File: src/design/obj_settings.svh
`ifndef OBJ_SETTINGS_SVH
`define OBJ_SETTINGS_SVH

// Object table, 256 entries of 8 words
`define OBJ_TBL_AW 11

// First line that is not rendered
`define OBJ_VISIBLE 224

// Bottom value that ends the list
`define OBJ_END_MARK 8'hF0

// Graphics ROM words per 16-pixel object
`define OBJ_ROM_WORDS 4

`define OBJ_TRANSPARENT 4'hF  // Colour index never written

// Line buffer half, one cell per hdump position
`define OBJ_LINE_AW 9

`endif
File: src/design/obj_pkg.sv
`include "obj_settings.svh"

package obj_pkg;

    typedef logic [`OBJ_TBL_AW-1:0]  tbl_addr_t;  // {object, word}
    typedef logic [15:0]             tbl_word_t;
    typedef logic [`OBJ_LINE_AW-1:0] xpos_t;      // Also hdump
    typedef logic [8:0]              vpos_t;
    typedef logic [17:0]             rom_addr_t;  // {bank, offset[14:0]}
    typedef logic [15:0]             rom_word_t;  // Four 4-bit pixels
    typedef logic [2:0]              bank_t;
    typedef logic [5:0]              pal_t;
    typedef logic [1:0]              prio_t;
    typedef logic [3:0]              color_t;

    // One buffered pixel: {prio, pal, colour}
    typedef logic [11:0]             obj_pix_t;

    // Table walk
    typedef enum logic [2:0] {
        SC_IDLE,
        SC_ZONE,    // Word 0, top and bottom
        SC_XPOS,
        SC_PITCH,
        SC_OFFSET,  // Word 3, start offset and flip
        SC_ATTR,    // Word 4, palette, bank, priority
        SC_WRBACK,  // Word 5 updated here
        SC_ISSUE
    } scan_state_t;

    // Object drawing
    typedef enum logic [1:0] {
        DR_IDLE,
        DR_FETCH,
        DR_PIXELS
    } draw_state_t;

endpackage

File: src/design/obj_draw.sv
`timescale 1ns/10ps
`include "obj_settings.svh"

module obj_draw (
    input  logic               clk,
    input  logic               rst,
    // Command from the scanner
    input  logic               dr_start,
    output logic               dr_busy,
    input  obj_pkg::xpos_t     dr_xpos,
    input  obj_pkg::tbl_word_t dr_offset,
    input  obj_pkg::bank_t     dr_bank,
    input  obj_pkg::pal_t      dr_pal,
    input  obj_pkg::prio_t     dr_prio,
    // Graphics ROM
    output obj_pkg::rom_addr_t rom_addr,
    input  obj_pkg::rom_word_t rom_data,
    // Line buffer write side
    output logic               buf_we,
    output obj_pkg::xpos_t     buf_addr,
    output obj_pkg::obj_pix_t  buf_data
);

    obj_pkg::draw_state_t st;

    logic [3:0] pix_cnt;  // {word, nibble}

    // Latched command
    logic           flip;
    logic [14:0]    waddr;  // ROM word within the bank
    obj_pkg::bank_t bank;
    obj_pkg::xpos_t x0;
    obj_pkg::pal_t  pal;
    obj_pkg::prio_t prio;

    logic [1:0]      nib, sel;
    logic            word_done, last_word;
    obj_pkg::color_t color;

    assign nib       = pix_cnt[1:0];
    assign sel       = flip ? nib : ~nib;  // Low nibble first when flipped
    assign color     = rom_data[4*sel +: 4];
    assign word_done = (nib == 2'd3);
    assign last_word = (pix_cnt[3:2] == 2'(`OBJ_ROM_WORDS - 1));

    assign dr_busy  = (st != obj_pkg::DR_IDLE);
    assign rom_addr = {bank, waddr};  // Held through the pixel cycles

    // Pixel goes straight to the buffer, colour F never written
    assign buf_we   = (st == obj_pkg::DR_PIXELS) && (color != `OBJ_TRANSPARENT);
    assign buf_addr = x0 + obj_pkg::xpos_t'(pix_cnt);  // Wraps at 512
    assign buf_data = {prio, pal, color};

    always_ff @(posedge clk or posedge rst) begin
        if (rst) begin
            st      <= obj_pkg::DR_IDLE;
            pix_cnt <= '0;
        end else begin
            case (st)
                obj_pkg::DR_IDLE: begin
                    pix_cnt <= '0;
                    if (dr_start) begin
                        st <= obj_pkg::DR_FETCH;
                    end
                end
                obj_pkg::DR_FETCH: st <= obj_pkg::DR_PIXELS;  // Data next cycle
                obj_pkg::DR_PIXELS: begin
                    pix_cnt <= pix_cnt + 4'd1;
                    if (word_done) begin
                        st <= last_word ? obj_pkg::DR_IDLE : obj_pkg::DR_FETCH;
                    end
                end
                default: st <= obj_pkg::DR_IDLE;
            endcase
        end
    end

    // Command latch and ROM address stepping
    always_ff @(posedge clk) begin
        if (st == obj_pkg::DR_IDLE && dr_start) begin
            flip  <= dr_offset[15];
            waddr <= dr_offset[14:0];
            bank  <= dr_bank;
            x0    <= dr_xpos;
            pal   <= dr_pal;
            prio  <= dr_prio;
        end else if (st == obj_pkg::DR_PIXELS && word_done) begin
            waddr <= flip ? waddr - 15'd1 : waddr + 15'd1;  // Down when flipped
        end
    end

endmodule

File: config.mk
export PLATFORM = sky130hd
export DESIGN_NAME = obj_draw
export DESIGN_NICKNAME = d
export VERILOG_FILES = /design/src/design/obj_pkg.sv /design/src/design/obj_draw.sv
export VERILOG_INCLUDE_DIRS = /design/src /design/src/design
export SDC_FILE = /design/constraint.sdc
export NUM_CORES = 1
export LEC_CHECK = 0
export BUFFER_PORTS_ARGS = -buffer_cell sky130_fd_sc_hd__buf_2
export CAP_MARGIN = 0
export CORE_ASPECT_RATIO = 1.5
export CORE_MARGIN = 8
export CORE_UTILIZATION = 35
export CTS_CLUSTER_DIAMETER = 200
export DETAILED_ROUTE_END_ITERATION = 6
export SYNTH_ARGS = -nofsm -noshare
export SYNTH_HDL_FRONTEND = slang
export SYNTH_SLANG_ARGS = --single-unit
File: constraint.sdc
create_clock -name clk -period 4.15 [get_ports clk]
set_input_delay 0.83 -clock clk [delete_from_list [all_inputs] [get_ports clk]]
set_output_delay 0.83 -clock clk [all_outputs]
set_load 0.03 [all_outputs]
# Yosys cells after proc, flatten, opt, wreduce, memory -nomap -nowiden
# Index checks and enable logic that the tools add are counted.
# Widths: inputs -> output; s select.
dict set report word_totals {
  reg_bits 42
  inputBits 55
  out_inout_bits 41
  word_cells 38
}
dict set report classes {
  mux 9
  n_addsub 4
  n_shift 1
  n_eq_ne 7
  bitwise 1
  reduce_logical 8
}
# operator count
set ops {}
lappend ops {{$mux 15} 3}
lappend ops {{$shiftx 16x5->4} 1}
lappend ops {{$add 15x1->15 const B} 1}
lappend ops {{$sub 15x1->15 const B} 1}
lappend ops {{$add 9x4->9} 1}
lappend ops {{$pmux 4 s2} 1}
lappend ops {{$eq 2x2->1 const B} 3}
lappend ops {{$mux 2} 3}
lappend ops {{$pmux 2 s3} 1}
lappend ops {{$reduce_bool 2->1} 3}
lappend ops {{$add 4x1->4 const B} 1}
lappend ops {{$ne 2x2->1 const B} 2}
lappend ops {{$ne 4x4->1 const B} 1}
lappend ops {{$logic_and 1x1->1} 3}
lappend ops {{$eq 2x1->1 const B} 1}
lappend ops {{$logic_not 2->1} 1}
lappend ops {{$not 2->2} 1}
lappend ops {{$reduce_and 2->1} 1}
lappend ops {{$mux 1} 1}

# Longest topological paths before layout
dict set report depth {
  depth_word 5
  ltp_mapped 8
  ltp_nobuf 6
}

# Least setup slack after synthesis
# No wires, ideal clock.
dict set report synth_path {
  path_kind {register to output}
  from {reg flip}
  to {out buf_we}
  required_ns 3.320
  arrival_ns 2.113
  stages_incl_launch_ff 4
  slack_ns 1.207
  n_path_buf 0
  cell_sequence {edfxtp_1 xnor2_2 mux4_2 a41oi_2}
}
dict set report synth_between {
  elab_chain_len 4
}
# element line_no
set synth_rtl {}
lappend synth_rtl {{start, declared} obj_draw.sv:29} ;# logic flip;
lappend synth_rtl {{start signal, assigned} obj_draw.sv:81} ;# flip <= dr_offset[15];
lappend synth_rtl {{$mux 2} obj_draw.sv:41} ;# assign sel = flip ? nib : ~nib;
lappend synth_rtl {{$shiftx 16x5->4} obj_draw.sv:42} ;# assign color = rom_data[4*sel +: 4];
lappend synth_rtl {{net buf_data[2]} obj_draw.sv:21} ;# output obj_pkg::obj_pix_t buf_data
lappend synth_rtl {{$ne 4x4->1 (no line)} -}
lappend synth_rtl {{$logic_and 1x1->1} obj_draw.sv:50} ;# assign buf_we = (st == obj_pkg::DR_PIXELS) && (color != `OBJ_TRANSPARENT);
lappend synth_rtl {{end, declared} obj_draw.sv:19} ;# output logic buf_we,
# The timed path passes the listed nets, and every way through them passes these cells.

# Worst setup path after layout
dict set report layout_path {
  from {reg flip}
  to {out buf_we}
}
dict set report layout_between {
  elab_chain_len 4
}
# element line_no
set layout_rtl {}
lappend layout_rtl {{$mux 2} obj_draw.sv:41}
lappend layout_rtl {{$shiftx 16x5->4} obj_draw.sv:42}
lappend layout_rtl {{$ne 4x4->1 (no line)} -}
lappend layout_rtl {{$logic_and 1x1->1} obj_draw.sv:50}
# Every way passes these cells.

==> key figures <==
Status
  • Status: completed

Pwr
  • Leakage: 1.45 nW
  • PD cells: 809 nW/um^2
  • Peak supply drop: 0.310 mV

Final layout
  • Number of fill cells: 722
  • Share of cells above drive strength 1: 0.353
  • Inserted Diodes: 0
  • Nets@finish: 401
  • Synth-to-Final Area Change: 26.0%
  • Post-Route Utilization: 0.454

Routing
  • Avg Vias per Cell: 5.05
  • Starting DRC count in detailed routing: 117
  • Remaining DRCs: 0
  • ANT nets after route: 0
  • Vias: 2151
  • Total iterations of the first detailed-routing run: 6
  • Wirelength per Cell: 15.8 microns
  • Final WL: 6.71 mm

Synthesis
  • Synth cell count leaders: edfxtp_1, nand2_1, ha_1, o21ai_0, nor2_1
  • Post-Syn Area: 2610 sq um
  • Area contributors post-synth: edfxtp_1, ha_1, dfrtp_1, nand2_1, o21ai_0
  • Seq/Total Area, Yosys: 0.472
  • Synth warn: 0
  • Synth unique cells: 48
  • Syn Area/Cell: 11.3 sq um
  • Synthesized Nets: 305
  • Top-count cell post-synth: edfxtp_1
  • Yosys top cell area share: 0.415
  • Post-synth top area cell: edfxtp_1
  • Post-Synthesis Cells: 230
  • FFs w/ async S/R, synth: 0.143
  • Flops & latches, synth: 42
  • Number of enable flip-flop cells after synthesis: 36
  • Dominant synthesized flop cell: edfxtp_1

Worst setup path
  • WP data arrival: 2.44 ns
  • Crit end category: primary output
  • Critical Path Source Type: register
  • RR Endpoint: waddr[12]
  • Setup crit start: flip
  • Crit Path Category: reg -> out
  • Critical path required time: 3.32 ns
  • Worst r2r path cells: 6
  • CP Max Fanout: 17
  • Worst r2r src: flip
  • FF-to-FF setup slack: 1.40 ns

CTS
  • Setup Buffers After CTS: 0
  • TritonCTS Buffers: 5
  • CTS tree: done
  • CTS Hold Bufs: 0
  • Num Clock Sinks: 42
  • Skew-Pair Late Insertion Delay: 0.29 ns
  • Clk pin slew, worst setup/hold paths: 0.08 ns
  • CTS H-tree depth: 2
  • PostCTS Resize Cnt: 0
  • CTS max path bufs: 2
  • CTS Root Cell: clkbuf_8

Place
  • IO Port Bufs: 95
  • Pre-CTS setup slack: 1.18 ns
  • RePlAce Congestion: 0.829
  • Post-DP HPWL: 5.34 mm

Timing
  • Unrepaired setup endpoints after global routing: no
  • # setup viols final: 0
  • Final Skew: 0.00602 ns
  • Min Tclk post-route: 3.27 ns
  • Setup Total Neg Slack: 0 ns
  • Final hold vios: 0
  • Worst setup margin: 0.883 ns
  • Max Clk Rate: 306 MHz
  • Slew @ Worst Pin: 0.755 ns
  • Crit share post-route: 0.787
  • Rel. slew slack: 0.497
  • Final Max Slew Viols: 0

Min path
  • Hold Crit Class: in -> async

Floorplan
  • Initial Util: 0.361
  • CORE AREA: 7230 sq um
  • Die width: 86.5 microns
  • DIE AREA: 10500 sq um
  • Placement row count: 38
  • DIE HEIGHT: 122 microns
  • I/O pin count: 96

Job
  • # Max-Cap Violations: 0

GRT
  • Antenna violations before repair: 0
  • Tot GR Track Use: 0.131
  • Overflow after GRT: 0
  • Vias in the first global route: 2290
  • First-pass GRT wire length: 10.9 mm
  • Largest net degree at the start of global routing: 39
final cells by class:
type                            count  area [sq um]  area share
Timing Repair Buffer               97           490       0.149
Multi-Input combinational cell    173          1300       0.395
Clock buffer                        6          82.6      0.0252
Inverter                            7          26.3     0.00800
Sequential cell                    42          1230       0.375
Clock inverter                      1          30.0     0.00915
Tap cell                          100           125      0.0381
cell families after synthesis:
| kind of cell | synth area share |
|---|---|
| fa+ha+maj | 0.102 |
| xor+xnor | 0.0600 |
| compound gates | 0.175 |
| simple gates | 0.107 |
| mux | 0.0538 |
| buf+inv | 0.0298 |
| flops | 0.472 |
metrics by stage:
step,instances,power (W),cell area [sq um],hold slack [ns]
3_3_place_gp,419,0.00233,3170,0.544
2_1_floorplan,230,0.00198,2610,0.480
3_5_place_dp,419,0.00235,3170,0.543
5_1_grt,426,0.00287,3280,0.458
4_1_cts,426,0.00268,3280,0.449
6_report,426,0.00266,3280,0.441
routing by layer:
| metal | global-route usage | routed length, microns | vias up |
|---|---|---|---|
| li1 | - | - | 1060 |
| met5 | 0 | 0 | - |
| met4 | 0.0552 | 132 | 0 |
| met2 | 0.244 | 3720 | 63 |
| met3 | 0.0317 | 440 | 7 |
| met1 | 0.134 | 2410 | 1021 |
how the worst max path moves through the flow:
stage	to	depth (start not counted)
2_1_floorplan	buf_we	3
3_3_place_gp	buf_we	4
3_5_place_dp	buf_we	4
4_1_cts	buf_we	4
5_1_grt	buf_we	4
6_report	buf_we	4
cell usage in the layout, fill, tap and decap left out, types with 3 or more instances in the layout:
cell / instances
a21oi_1: 12
o211a_1: 3
xnor2_1: 9
nor2b_1: 4
mux2i_1: 5
a211oi_1: 4
a21o_1: 4
o21ai_0: 18
nand3_1: 5
xor2_1: 7
edfxtp_1: 36
nor2_1: 14
dfrtp_1: 6
inv_1: 6
mux4_2: 4
nand2_1: 25
buf_2: 95
o31ai_1: 4
clkbuf_8: 6
a311oi_1: 3
ha_1: 18
flip-flops by register name, indices dropped and copies added (netlist names):
register / flops
pal: 6
x0: 9
flip: 1
pix_cnt: 4
st: 2
bank: 3
prio: 2
waddr: 15
report_power, final:
group | switching [W] | internal (W)
registers | 0.000111 | 0.000657
logic | 0.000980 | 0.000579
clock network | 0.000136 | 0.000192
critical path: stages, from the launching register on:
cell	delay [ns]
edfxtp_1	0.72
xnor2_2	0.44
mux4_2	0.58
a41oi_2	0.19
buf_2	0.22
No activity file was read; power rests on OpenSTA's default activity.
