==> src/design/obj_settings.svh <==
`ifndef OBJ_SETTINGS_SVH
`define OBJ_SETTINGS_SVH

// Object table, 256 entries of 8 words
`define OBJ_TBL_AW 11

// First line that is not rendered
`define OBJ_VISIBLE 224

// Bottom value that ends the list
`define OBJ_END_MARK 8'hF0

// Graphics ROM words per 16-pixel object
`define OBJ_ROM_WORDS 4

`define OBJ_TRANSPARENT 4'hF  // Colour index never written

// Line buffer half, one cell per hdump position
`define OBJ_LINE_AW 9

`endif
==> src/design/obj_pkg.sv <==
`include "obj_settings.svh"

package obj_pkg;

    typedef logic [`OBJ_TBL_AW-1:0]  tbl_addr_t;  // {object, word}
    typedef logic [15:0]             tbl_word_t;
    typedef logic [`OBJ_LINE_AW-1:0] xpos_t;      // Also hdump
    typedef logic [8:0]              vpos_t;
    typedef logic [17:0]             rom_addr_t;  // {bank, offset[14:0]}
    typedef logic [15:0]             rom_word_t;  // Four 4-bit pixels
    typedef logic [2:0]              bank_t;
    typedef logic [5:0]              pal_t;
    typedef logic [1:0]              prio_t;
    typedef logic [3:0]              color_t;

    // One buffered pixel: {prio, pal, colour}
    typedef logic [11:0]             obj_pix_t;

    // Table walk
    typedef enum logic [2:0] {
        SC_IDLE,
        SC_ZONE,    // Word 0, top and bottom
        SC_XPOS,
        SC_PITCH,
        SC_OFFSET,  // Word 3, start offset and flip
        SC_ATTR,    // Word 4, palette, bank, priority
        SC_WRBACK,  // Word 5 updated here
        SC_ISSUE
    } scan_state_t;

    // Object drawing
    typedef enum logic [1:0] {
        DR_IDLE,
        DR_FETCH,
        DR_PIXELS
    } draw_state_t;

endpackage

==> src/design/obj_scan.sv <==
`timescale 1ns/10ps
`include "obj_settings.svh"

module obj_scan (
    input  logic               clk,
    input  logic               rst,
    // Table port
    output obj_pkg::tbl_addr_t tbl_addr,
    input  obj_pkg::tbl_word_t tbl_dout,
    output obj_pkg::tbl_word_t tbl_din,
    output logic               tbl_we,
    // Video timing
    input  logic               hstart,
    input  obj_pkg::vpos_t     vrender,
    // Draw command
    output logic               dr_start,
    input  logic               dr_busy,
    output obj_pkg::xpos_t     dr_xpos,
    output obj_pkg::tbl_word_t dr_offset,  // Bit 15 is flip
    output obj_pkg::bank_t     dr_bank,
    output obj_pkg::pal_t      dr_pal,
    output obj_pkg::prio_t     dr_prio
);

    obj_pkg::scan_state_t st;

    logic [7:0] cur_obj;  // Entry being looked at
    logic [2:0] idx;      // Word requested this cycle
    logic       stall;    // Read data not yet valid

    // Entry fields
    logic               first;  // First line of the object
    obj_pkg::xpos_t     xpos;
    obj_pkg::tbl_word_t pitch;
    obj_pkg::tbl_word_t offset;
    obj_pkg::bank_t     bank;
    obj_pkg::pal_t      pal;
    obj_pkg::prio_t     prio;

    logic [7:0]         top, bottom, vline;
    logic               inzone, endmark, last_obj;
    obj_pkg::tbl_word_t next_off;

    assign tbl_addr = {cur_obj, idx};

    assign top     = tbl_dout[7:0];  // Valid in ZONE only
    assign bottom  = tbl_dout[15:8];
    assign vline   = vrender[7:0];
    // Never true when top is not below bottom
    assign inzone  = (vline >= top) && (vline < bottom);
    assign endmark = bottom >= `OBJ_END_MARK;
    assign last_obj = &cur_obj;

    // Word 3 on the first line, word 5 after that; sum wraps for negative pitch
    assign next_off = (first ? offset : tbl_dout) + pitch;

    assign tbl_din = next_off;
    assign tbl_we  = (st == obj_pkg::SC_WRBACK);  // Address is word 5 here

    always_ff @(posedge clk or posedge rst) begin
        if (rst) begin
            st       <= obj_pkg::SC_IDLE;
            cur_obj  <= '0;
            idx      <= '0;
            stall    <= 1'b0;
            dr_start <= 1'b0;
        end else begin
            dr_start <= 1'b0;
            case (st)
                obj_pkg::SC_IDLE: begin
                    cur_obj <= '0;
                    idx     <= '0;
                    stall   <= 1'b1;  // Word 0 read still pending
                    if (hstart && vrender < `OBJ_VISIBLE) begin
                        st <= obj_pkg::SC_ZONE;
                    end
                end
                obj_pkg::SC_ZONE: begin
                    if (stall) begin
                        idx   <= 3'd1;
                        stall <= 1'b0;
                    end else if (endmark) begin
                        st <= obj_pkg::SC_IDLE;  // List done
                    end else if (!inzone) begin
                        // Skip, two cycles per entry
                        if (last_obj) begin
                            st <= obj_pkg::SC_IDLE;
                        end else begin
                            cur_obj <= cur_obj + 8'd1;
                            idx     <= '0;
                            stall   <= 1'b1;
                        end
                    end else begin
                        idx <= 3'd2;
                        st  <= obj_pkg::SC_XPOS;
                    end
                end
                obj_pkg::SC_XPOS: begin
                    idx <= 3'd3;
                    st  <= obj_pkg::SC_PITCH;
                end
                obj_pkg::SC_PITCH: begin
                    idx <= 3'd4;
                    st  <= obj_pkg::SC_OFFSET;
                end
                obj_pkg::SC_OFFSET: begin
                    idx <= 3'd5;  // Held through write-back
                    st  <= obj_pkg::SC_ATTR;
                end
                obj_pkg::SC_ATTR:   st <= obj_pkg::SC_WRBACK;
                obj_pkg::SC_WRBACK: st <= obj_pkg::SC_ISSUE;
                obj_pkg::SC_ISSUE: begin
                    if (!dr_busy) begin
                        dr_start <= 1'b1;
                        if (last_obj) begin
                            st <= obj_pkg::SC_IDLE;
                        end else begin
                            cur_obj <= cur_obj + 8'd1;
                            idx     <= '0;
                            stall   <= 1'b1;
                            st      <= obj_pkg::SC_ZONE;
                        end
                    end else if (hstart) begin
                        st <= obj_pkg::SC_IDLE;  // Line over, drop the rest
                    end
                end
                default: st <= obj_pkg::SC_IDLE;
            endcase
        end
    end

    // Field capture and command payload
    always_ff @(posedge clk) begin
        case (st)
            obj_pkg::SC_ZONE:   first  <= (top == vline);
            obj_pkg::SC_XPOS:   xpos   <= tbl_dout[8:0];
            obj_pkg::SC_PITCH:  pitch  <= tbl_dout;
            obj_pkg::SC_OFFSET: offset <= tbl_dout;
            obj_pkg::SC_ATTR: begin
                pal  <= tbl_dout[13:8];
                bank <= tbl_dout[6:4];
                prio <= tbl_dout[1:0];
            end
            obj_pkg::SC_WRBACK: offset <= next_off;  // Drawn with the new offset
            obj_pkg::SC_ISSUE: begin
                if (!dr_busy) begin
                    dr_xpos   <= xpos;
                    dr_offset <= offset;
                    dr_bank   <= bank;
                    dr_pal    <= pal;
                    dr_prio   <= prio;
                end
            end
            default: ;
        endcase
    end

endmodule

==> config.mk <==
export PLATFORM = sky130hd
export DESIGN_NAME = obj_scan
export DESIGN_NICKNAME = d
export VERILOG_FILES = /design/src/design/obj_pkg.sv /design/src/design/obj_scan.sv
export VERILOG_INCLUDE_DIRS = /design/src /design/src/design
export SDC_FILE = /design/constraint.sdc
export NUM_CORES = 1
export LEC_CHECK = 0
export ABC_AREA = 1
export BUFFER_PORTS_ARGS = -buffer_cell sky130_fd_sc_hd__buf_2
export CORE_MARGIN = 2
export CORE_UTILIZATION = 39
export DETAILED_ROUTE_END_ITERATION = 8
export SYNTH_ARGS = -nofsm -noshare
export SYNTH_HDL_FRONTEND = slang
export SYNTH_SLANG_ARGS = --single-unit
export TNS_END_PERCENT = 20
==> constraint.sdc <==
create_clock -name clk -period 6 [get_ports clk]
set_clock_uncertainty 0.15 [all_clocks]
set_input_delay 1.2 -clock clk [delete_from_list [all_inputs] [get_ports clk]]
set_output_delay 1.2 -clock clk [all_outputs]
set_load 0.005 [all_outputs]
Word level (Yosys, flattened, before mapping)
Index checks and enable logic that the tools add are counted.
W data, S select, Z words.
{"block": "classes", "add_sub_neg": 2, "n_bitwise": 1, "order_cmp": 4, "eq_ne": 17, "n_reduce_logical": 12, "muxes": 32}
{"op": "$mux W8", "count": 5}
{"op": "$mux W3", "count": 12}
{"op": "$pmux W16 S2", "count": 1}
{"op": "$pmux W3 S8", "count": 1}
{"op": "$pmux W8 S3", "count": 1}
{"op": "$pmux W3 S6", "count": 1}
{"op": "$add A16 B16 Y16", "count": 1}
{"op": "$mux W16", "count": 1}
{"op": "$eq A3 B3 Y1 const B", "count": 4}
{"op": "$ne A2 B2 Y1 const B", "count": 6}
{"op": "$lt A9 B8 Y1 const B", "count": 1}
{"op": "$mux W1", "count": 9}
{"op": "$add A8 B1 Y8 const B", "count": 1}
{"op": "$eq A8 B8 Y1", "count": 1}
{"op": "$ge A8 B8 Y1", "count": 1}
{"op": "$ge A8 B8 Y1 const B", "count": 1}
{"op": "$lt A8 B8 Y1", "count": 1}
{"op": "$reduce_and A8 Y1", "count": 1}
{"op": "$eq A3 B2 Y1 const B", "count": 2}
{"op": "$ne A3 B3 Y1 const B", "count": 2}
{"op": "$reduce_and A3 Y1", "count": 2}
{"op": "$reduce_bool A6 Y1", "count": 1}
{"op": "$reduce_and A5 Y1", "count": 1}
{"op": "$ne A4 B4 Y1 const B", "count": 1}
{"op": "other kinds (9)", "count": 10}
{"block": "totals", "out_inout_bits": 65, "wordCells": 85, "inputBits": 29, "register_bits": 105}

Logic depth before layout (Yosys ltp)
Gate-level depths: netlist of run 1.
{"block": "depth", "ltp_word": 6, "depth_mapped": 14}

Worst setup path before layout of run 1
Ideal clock, no wire load.
{"block": "synth_path", "path_kind": "input to output", "startpoint": "in tbl_dout[0]", "endpoint": "out tbl_din[8]", "path_stages": 12, "arrival_time_ps": 2773, "path_slack_ps": 1877, "path_buffers": 0, "cell_sequence": "inv_1 -> o21ai_0 -> ha_1 -> fa_1 -> nand3_1 -> nand2_1 -> nand2_1 -> nand2_1 -> nand3_1 -> nand2_1 -> or2_2 -> and2_1"}
{"block": "synth_via", "elab_chain_cells": 2}
{"element": "start: declaration", "line_no": "obj_scan.sv:9", "rtl": "input obj_pkg::tbl_word_t tbl_dout,"}
{"element": "$mux W16", "line_no": "obj_scan.sv:55", "rtl": "assign next_off = (first ? offset : tbl_dout) + pitch;"}
{"element": "$add A16 B16 Y16", "line_no": "obj_scan.sv:55"}
{"element": "end: declaration", "line_no": "obj_scan.sv:10", "rtl": "output obj_pkg::tbl_word_t tbl_din,"}
Every way passes these cells.

Worst setup path after layout of run 1
{"block": "layout_path", "startpoint": "reg first", "endpoint": "out tbl_din[8]"}
{"block": "layout_via", "elab_chain_cells": 2}
{"element": "start: declaration", "line_no": "obj_scan.sv:32", "rtl": "logic first;"}
{"element": "start signal: assignment", "line_no": "obj_scan.sv:135", "rtl": "obj_pkg::SC_ZONE: first <= (top == vline);"}
{"element": "$mux W16", "line_no": "obj_scan.sv:55"}
{"element": "$add A16 B16 Y16", "line_no": "obj_scan.sv:55"}
Every way passes these cells.

==> results of run 1 <==
==> final timing paths <==
check	start	end	slack (ps)	cells past startpoint
setup / recovery	first$_DFFE_PP_	tbl_din[8]	1250	12
hold / removal	xpos[1]$_DFFE_PP_	dr_xpos[1]$_DFFE_PP_	270	0
setup reg to reg	first$_DFFE_PP_	offset[8]$_DFFE_PP_	2680	12
hold reg to reg	xpos[1]$_DFFE_PP_	dr_xpos[1]$_DFFE_PP_	270	0
max in group asynchronous	rst	cur_obj[2]$_DFFE_PP0P_	4500	2
min in group asynchronous	rst	idx[2]$_DFFE_PP0P_	780	2
==> area by class of cell <==
cell class | instances | share of cell area
flip-flops and latches | 105 | 0.487
clock buffers | 9 | 0.0357
clock inverters | 7 | 0.00813
well taps | 176 | 0.0349
inverters | 55 | 0.0331
repair buffers | 94 | 0.0750
multi-input cells | 363 | 0.326
==> through the flow <==
stage	hold WS [ps]	instances	power (uW)	util
floorplan	250	530	1550	-
global placement	250	793	1810	0.452
detailed placement	255	793	1820	0.452
CTS	271	809	2380	0.473
global route	276	809	2530	0.473
finish	273	809	2350	0.473
==> cell families (layout without fill, tap and decap cells) <==
group / count (synthesis) / count (layout) / synth area share
and+or+nand+nor: 245 / 245 / 0.207
DFF: 105 / 105 / 0.573
AOI/OAI and AO/OA: 69 / 69 / 0.0683
buffers and inverters: 62 / 165 / 0.0452
adders and majority gates: 36 / 36 / 0.0854
xor gates and xnor gates: 12 / 12 / 0.0196
muxes: 1 / 1 / 0.00210
==> power by group through the flow <==
stage               clock, uW  sequential, uW  combinational, uW
CTS                       568             951                860
global route              598             961                969
finish                    553             951                848
detailed placement          0             966                857
floorplan                   0             932                614
global placement            0             963                850
==> cells in the final DEF, fill, tap and decap left out, drive strengths merged, types with 9 or more instances in the layout <==
master,n
xor2,10
dfrtp,16
edfxtp,89
buf,94
clkbuf,9
o21ai,36
ha,35
nand2,141
nand3,41
inv,58
a21oi,23
nor2,40
==> layer usage <==
metal | vias to the layer above | GRT usage | part of all wire
met4 | 0 | 0.0769 | 0.024
met5 | - | 0 | 0
met2 | 96 | 0.275 | 0.45
met3 | 17 | 0.0385 | 0.057
met1 | 1824 | 0.222 | 0.47
li1 | 2003 | - | -
==> cells in the mapped netlist <==
| cell type | n |
|---|---|
| nand2_1 | 139 |
| edfxtp_1 | 89 |
| inv_1 | 52 |
| nand3_1 | 40 |
| nor2_1 | 37 |
| ha_1 | 35 |
| o21ai_0 | 35 |
| a21oi_1 | 23 |
| dfrtp_1 | 16 |
| xor2_1 | 10 |
| and2_1 | 6 |
| clkbuf_1 | 6 |
| nand4_1 | 5 |
| a31oi_1 | 3 |
| nand3b_1 | 3 |
| nor3_1 | 3 |
| nor3b_1 | 3 |
| a21o_1 | 2 |
| inv_2 | 2 |
| nor2_8 | 2 |
| o21a_1 | 2 |
| o31ai_1 | 2 |
| or2_2 | 2 |
| xnor2_1 | 2 |
| a21boi_0 | 1 |
| buf_6 | 1 |
| fa_1 | 1 |
| inv_4 | 1 |
| mux2_2 | 1 |
| nand2_2 | 1 |
| nand2_8 | 1 |
| nand3_4 | 1 |
| nor2_2 | 1 |
| nor3_4 | 1 |
| o21ai_1 | 1 |
==> critical path: cells and delay by family (launching register included) <==
kind,cells,cell delay (ps)
DFF,1,1030
adders and majority gates,2,710
and+or+nand+nor,8,950
buffers and inverters,1,130
AOI/OAI and AO/OA,1,230
==> registers in the layout (all words and copies together), names as in the netlist <==
name	flops
dr_start	1
dr_pal	6
dr_bank	3
first	1
cur_obj	8
xpos	9
idx	3
dr_prio	2
st	3
pal	6
stall	1
bank	3
pitch	16
prio	2
offset	16
dr_offset	16
dr_xpos	9
==> metrics.md, run 1 <==
| Metric | Value |
|---|---|
| Post-route cell area | `6310 sq um` |
| Largest net degree at the start of global routing | `39` |
| Post-Syn Area per Cell | `~10 sq um` |
| Post-CTS setup buffers | `0` |
| Critical Path RT | `4650 ps` |
| CTS root buf | `clkbuf_16` |
| Internal power | `1480 uW` |
| Status | `complete, no violations` |
| H-tree depth | `3` |
| Post-DR vias/cell | `4.87` |
| Switch share | `0.369` |
| Die Area | `14700 sq um` |
| Worst Max-Slew Pin Slew | `1080 ps` |
| Combinational share of power | `0.360` |
| Detail Route Antenna Nets | `0` |
| Worst EP arrival | `3400 ps` |
| Horiz. Die Dim | `121 um` |
| Vias in the first global route | `3826` |
| Layout fillers | `around 1300` |
| Clock buffer depth | `2` |
| Final min period | `4750 ps` |
| Placeable Area | `13300 sq um` |
| I/O Buffers | `93` |
| Setup TNS | `0 ps` |
| Seq/Total Area, Yosys | `0.573` |
| Diode count | `0` |
| Clock network fraction of design power | `0.235` |
| Worst-path cell chain | `o21ai_0 -> ha_1 -> fa_1 -> nand3_1 -> nand2_1 -> nand2_1 -> nand2_1 -> nand3_1 -> nand2_1 -> or2_2 -> and2_1 -> buf_2` |
| CP Launch Type | `flip-flop` |
| Post-Syn Instances | `530` |
| Area delta synth->final | `17.6%` |
| Gr ovfl total | `0` |
| Detailed Routing Iterations Pass 1 | `5` |
| Sink Count | `~110` |
| Total number of vias | `3940` |
| Die Ht | `121 um` |
| Io pins | `94` |
| Number of buffers created by CTS | `9` |
| Max incr delay on CP | `roughly 1000 ps` |
| CTS tree | `built` |
| Fin nets | `693` |
| CP most frequent cell | `nand2_1` |
| Largest vdd supply drop | `around 0.00015 V` |
| Dpl ws | `approximately 1400 ps` |
| CP Capture Type | `output port` |
| Final setup vio count | `0` |
| Initial antenna violation count | `1` |
| NetSw | `868 uW` |
| Period Utilization, post-route | `0.791` |
| # Max-Cap Violations | `0` |
| CTS resizes | `0` |
| Dpl hpwl | `8.89 mm` |
| Critical path's slowest cell | `edfxtp_1` |
| Post-route DRC | `0` |
| Critical path class | `flip-flop to output port` |
| Syn Nets | `595` |
| Static Leak | `0.00280 uW` |
| Reg area | `3070 sq um` |
| Final Wtd Congestion | `slightly above 0.9` |
| Wire per inst | `14.7 um` |
| Slack of the critical path | `1250 ps` |
| CTS clock-pin slew for the worst setup and hold paths | `70 ps` |
| Cell Rows | `42` |
| RSZ-0062 raised after global routing | `no` |
| Synth area leaders | `edfxtp_1 50%, nand2_1 9.7%, ha_1 8.2%` |
| Top cell type by total area after synthesis | `edfxtp_1` |
| GR Util All Layers | `0.172` |
| Synthesis Warnings | `0` |
| Power Density | `373 nW/um^2` |
| Register share of total power | `0.404` |
| Drt first-iter violations | `340` |
| Worst hold path class | `flip-flop to flip-flop` |
| Worst Path Max Fanout | `31` |
| Layout cells sized above 1 | `0.194` |
| Final wirelength | `11.9 mm` |
| Final hold vios | `0` |
| Starting Density | `0.402` |
| Max-slew headroom | `0.279` |
| Synth cell types | `35` |
| Fmax | `211 MHz` |
| Cell area after placement | `6030 sq um` |
| First-pass GRT wire length | `19.1 mm` |
| Max-slew violations | `0` |
| Post-Syn Area | `5370 sq um` |
| Yosys reg bits | `105` |
| # hold bufs at CTS | `0` |
| Post-synth top area share | `0.498` |
| Area of the multi-input gates | `2060 sq um` |
| Later-pin clock latency in the skew report | `360 ps` |
Power figures use the tool's default switching activity.
==> run 2, diff against run 1 <==
==> constraint.sdc (replaced) <==
create_clock -name clk -period 4.6 [get_ports clk]
set_clock_uncertainty 0.15 [all_clocks]
set_input_delay 0.92 -clock clk [delete_from_list [all_inputs] [get_ports clk]]
set_output_delay 0.92 -clock clk [all_outputs]
set_load 0.005 [all_outputs]
==> run 2 against run 1 <==
Critical path depth grew 2. Worst setup slack got worse by 670 ps. First-iteration DRC count is 11% lower. Register-to-register slack worse by 950 ps. Largest cell class unchanged. Non-clock buffer count is 3 higher. Die area stayed put. Power grew 35%. Count of clock-buffer cells in the layout stayed put. Via count rose by 1.0%. Design area up 1.0%.
==> metrics.md, run 2 (synthesis gave the netlist of run 1 again) <==
| Metric | Value |
|---|---|
| Status | `complete, no violations` |
| Clock buffer depth | `2 (unchanged)` |
| Critical path class | `input pin to output port` |
| Max-slew headroom | `0.269 (-0.00948)` |
| Horiz. Die Dim | `121 um (unchanged)` |
| Worst Max-Slew Pin Slew | `1090 ps (+14.2 ps)` |
| CP Launch Type | `input pin` |
| Vias in the first global route | `3832 (+0.16%)` |
| Sink Count | `105 (unchanged)` |
| Regs by FF count | `dr_offset x16, offset x16, pitch x16` |
| Initial antenna violation count | `1 (unchanged)` |
| Post-placement cell count | `796 (+0.38%)` |
| Placeable Area | `13300 sq um (unchanged)` |
| Layout fillers | `1291 (-0.62%)` |
| CTS resizes | `0 (unchanged)` |
| GR Util All Layers | `0.174 (+0.00242)` |
| Static Leak | `0.00284 uW (+1.2%)` |
| Max-slew violations | `0 (unchanged)` |
| Gr ovfl total | `0 (unchanged)` |
| Starting Density | `0.402 (unchanged)` |
| Dpl hpwl | `9.08 mm (+2.1%)` |
| Finished Layout Cells | `812 (+0.37%)` |
| Power Density | `499 nW/um^2 (+34%)` |
| Cell Rows | `42 (unchanged)` |
| I/O Buffers | `93 (unchanged)` |
| H-tree depth | `3 (unchanged)` |
| Die Ht | `121 um (unchanged)` |
| CTS clock-pin slew for the worst setup and hold paths | `70 ps (about the same)` |
| Final wirelength | `12.2 mm (+3.0%)` |
| CP Capture Type | `output port` |
| Detail Route Antenna Nets | `0 (unchanged)` |
| Total number of vias | `3981 (+1.0%)` |
| First-pass GRT wire length | `19.3 mm (+1.0%)` |
| Most frequent cells in the layout | `139 x nand2_1, 93 x buf_2, 89 x edfxtp_1` |
| Area delta synth->final | `18.8%` |
| Number of buffers created by CTS | `9 (unchanged)` |
| Post-route DRC | `0 (unchanged)` |
| Reg area | `3070 sq um (unchanged)` |
| Drt first-iter violations | `303 (-11%)` |
| Layout cells sized above 1 | `0.198 (+0.00411)` |
| Final hold vios | `0 (unchanged)` |
| Final min period | `4010 ps` |
| CTS tree | `built` |
| Critical Path RT | `3530 ps (-1120 ps)` |
| # hold bufs at CTS | `0 (unchanged)` |
| # Max-Cap Violations | `0 (unchanged)` |
| Post-DR vias/cell | `4.90 (+0.67%)` |
| Final total power | `3180 uW (+35%)` |
| Area of the multi-input gates | `2060 sq um (unchanged)` |
| Later-pin clock latency in the skew report | `360 ps (about the same)` |
| Die Area | `14700 sq um (unchanged)` |
| Wire per inst | `15.1 um (+2.6%)` |
| Largest vdd supply drop | `0.000199 V (+35%)` |
| Worst EP arrival | `2940 ps (-460 ps)` |
| Fmax | `249 MHz` |
| Slack of the critical path | `588 ps (-665 ps)` |
| Largest net degree at the start of global routing | `39 (unchanged)` |
| Worst hold path class | `flip-flop to flip-flop` |
| Commonest non-fill, non-tap cell in the layout | `nand2_1` |
| CTS root buf | `clkbuf_16` |
| Period Utilization, post-route | `0.872` |
| Dpl ws | `592 ps (-799 ps)` |
| Io pins | `94 (unchanged)` |
| Post-CTS setup buffers | `0 (unchanged)` |
| Final setup vio count | `0 (unchanged)` |
| Fin nets | `696 (+0.43%)` |
| Setup TNS | `0 ps (unchanged)` |
| Final Wtd Congestion | `0.930 (+0.74%)` |
| Min Hold Slack | `270 ps (-2.47 ps)` |
| Detailed Routing Iterations Pass 1 | `4 (-1)` |
| RSZ-0062 raised after global routing | `no` |
| Worst Path Max Fanout | `5 (-84%)` |
==> run 2: changes by cell type in the layout (fill, tap and decap cells not counted), sizes merged <==
cell	delta
buf	+3
bufinv	+2
clkinv	-2
diode	+1
inv	-1
==> run 2: power by group <==
| group | switching, uW | internal (uW) | total, uW |
|---|---|---|---|
| Combinational | 729 | 413 | 1140 |
| Clock | 340 | 476 | 816 |
| Sequential | 66.6 | 1160 | 1220 |
| Total | 1140 | 2050 | 3180 |
==> run 2: metal layers <==
metal,part of all wire,routed length [um],global-route usage,up-vias
met3,0.055,668,0.0362,15
met5,0,0,0,-
met4,0.021,262,0.0704,0
li1,-,-,-,2008
met1,0.46,5640,0.228,1848
met2,0.46,5650,0.282,110
==> run 2: final timing paths <==
check	slack (ps)	from	end	cells after the start
min in group asynchronous	490	rst	idx[2]$_DFFE_PP0P_	2
worst min register to register	270	bank[0]$_DFFE_PP_	dr_bank[0]$_DFFE_PP_	0
max in group asynchronous	3390	rst	dr_start$_DFF_PP0_	2
worst max-delay path	590	tbl_dout[0]	tbl_din[8]	14
worst min-delay path	270	bank[0]$_DFFE_PP_	dr_bank[0]$_DFFE_PP_	0
worst max register to register	1730	first$_DFFE_PP_	offset[10]$_DFFE_PP_	10
==> run 2: per-stage QoR <==
| stage | instance area (sq um) | utilization |
|---|---|---|
| after floorplan | 5370 | - |
| after global placement | 6050 | 0.454 |
| after detailed placement | 6050 | 0.454 |
| after CTS | 6370 | 0.477 |
| after global routing | 6370 | 0.477 |
| final | 6370 | 0.477 |
==> run 2: worst max-delay path, stage by stage <==
cell	delay, ps
buf_2	130
inv_1	60
o21ai_0	80
ha_1	230
fa_1	440
nand3_1	90
nand2_1	100
nand2_1	80
nand2_1	90
nand3_1	90
nand2_1	60
or2_2	280
and2_1	150
buf_2	130
==> run 2: final cells by class <==
cell class              count  share of cell area
diodes                      1            0.000393
clock buffers               9              0.0353
clock inverters             6              0.0141
inverters                  55              0.0328
multi-input cells         363               0.323
flip-flops and latches    105               0.482
well taps                 176              0.0346
repair buffers             97              0.0778
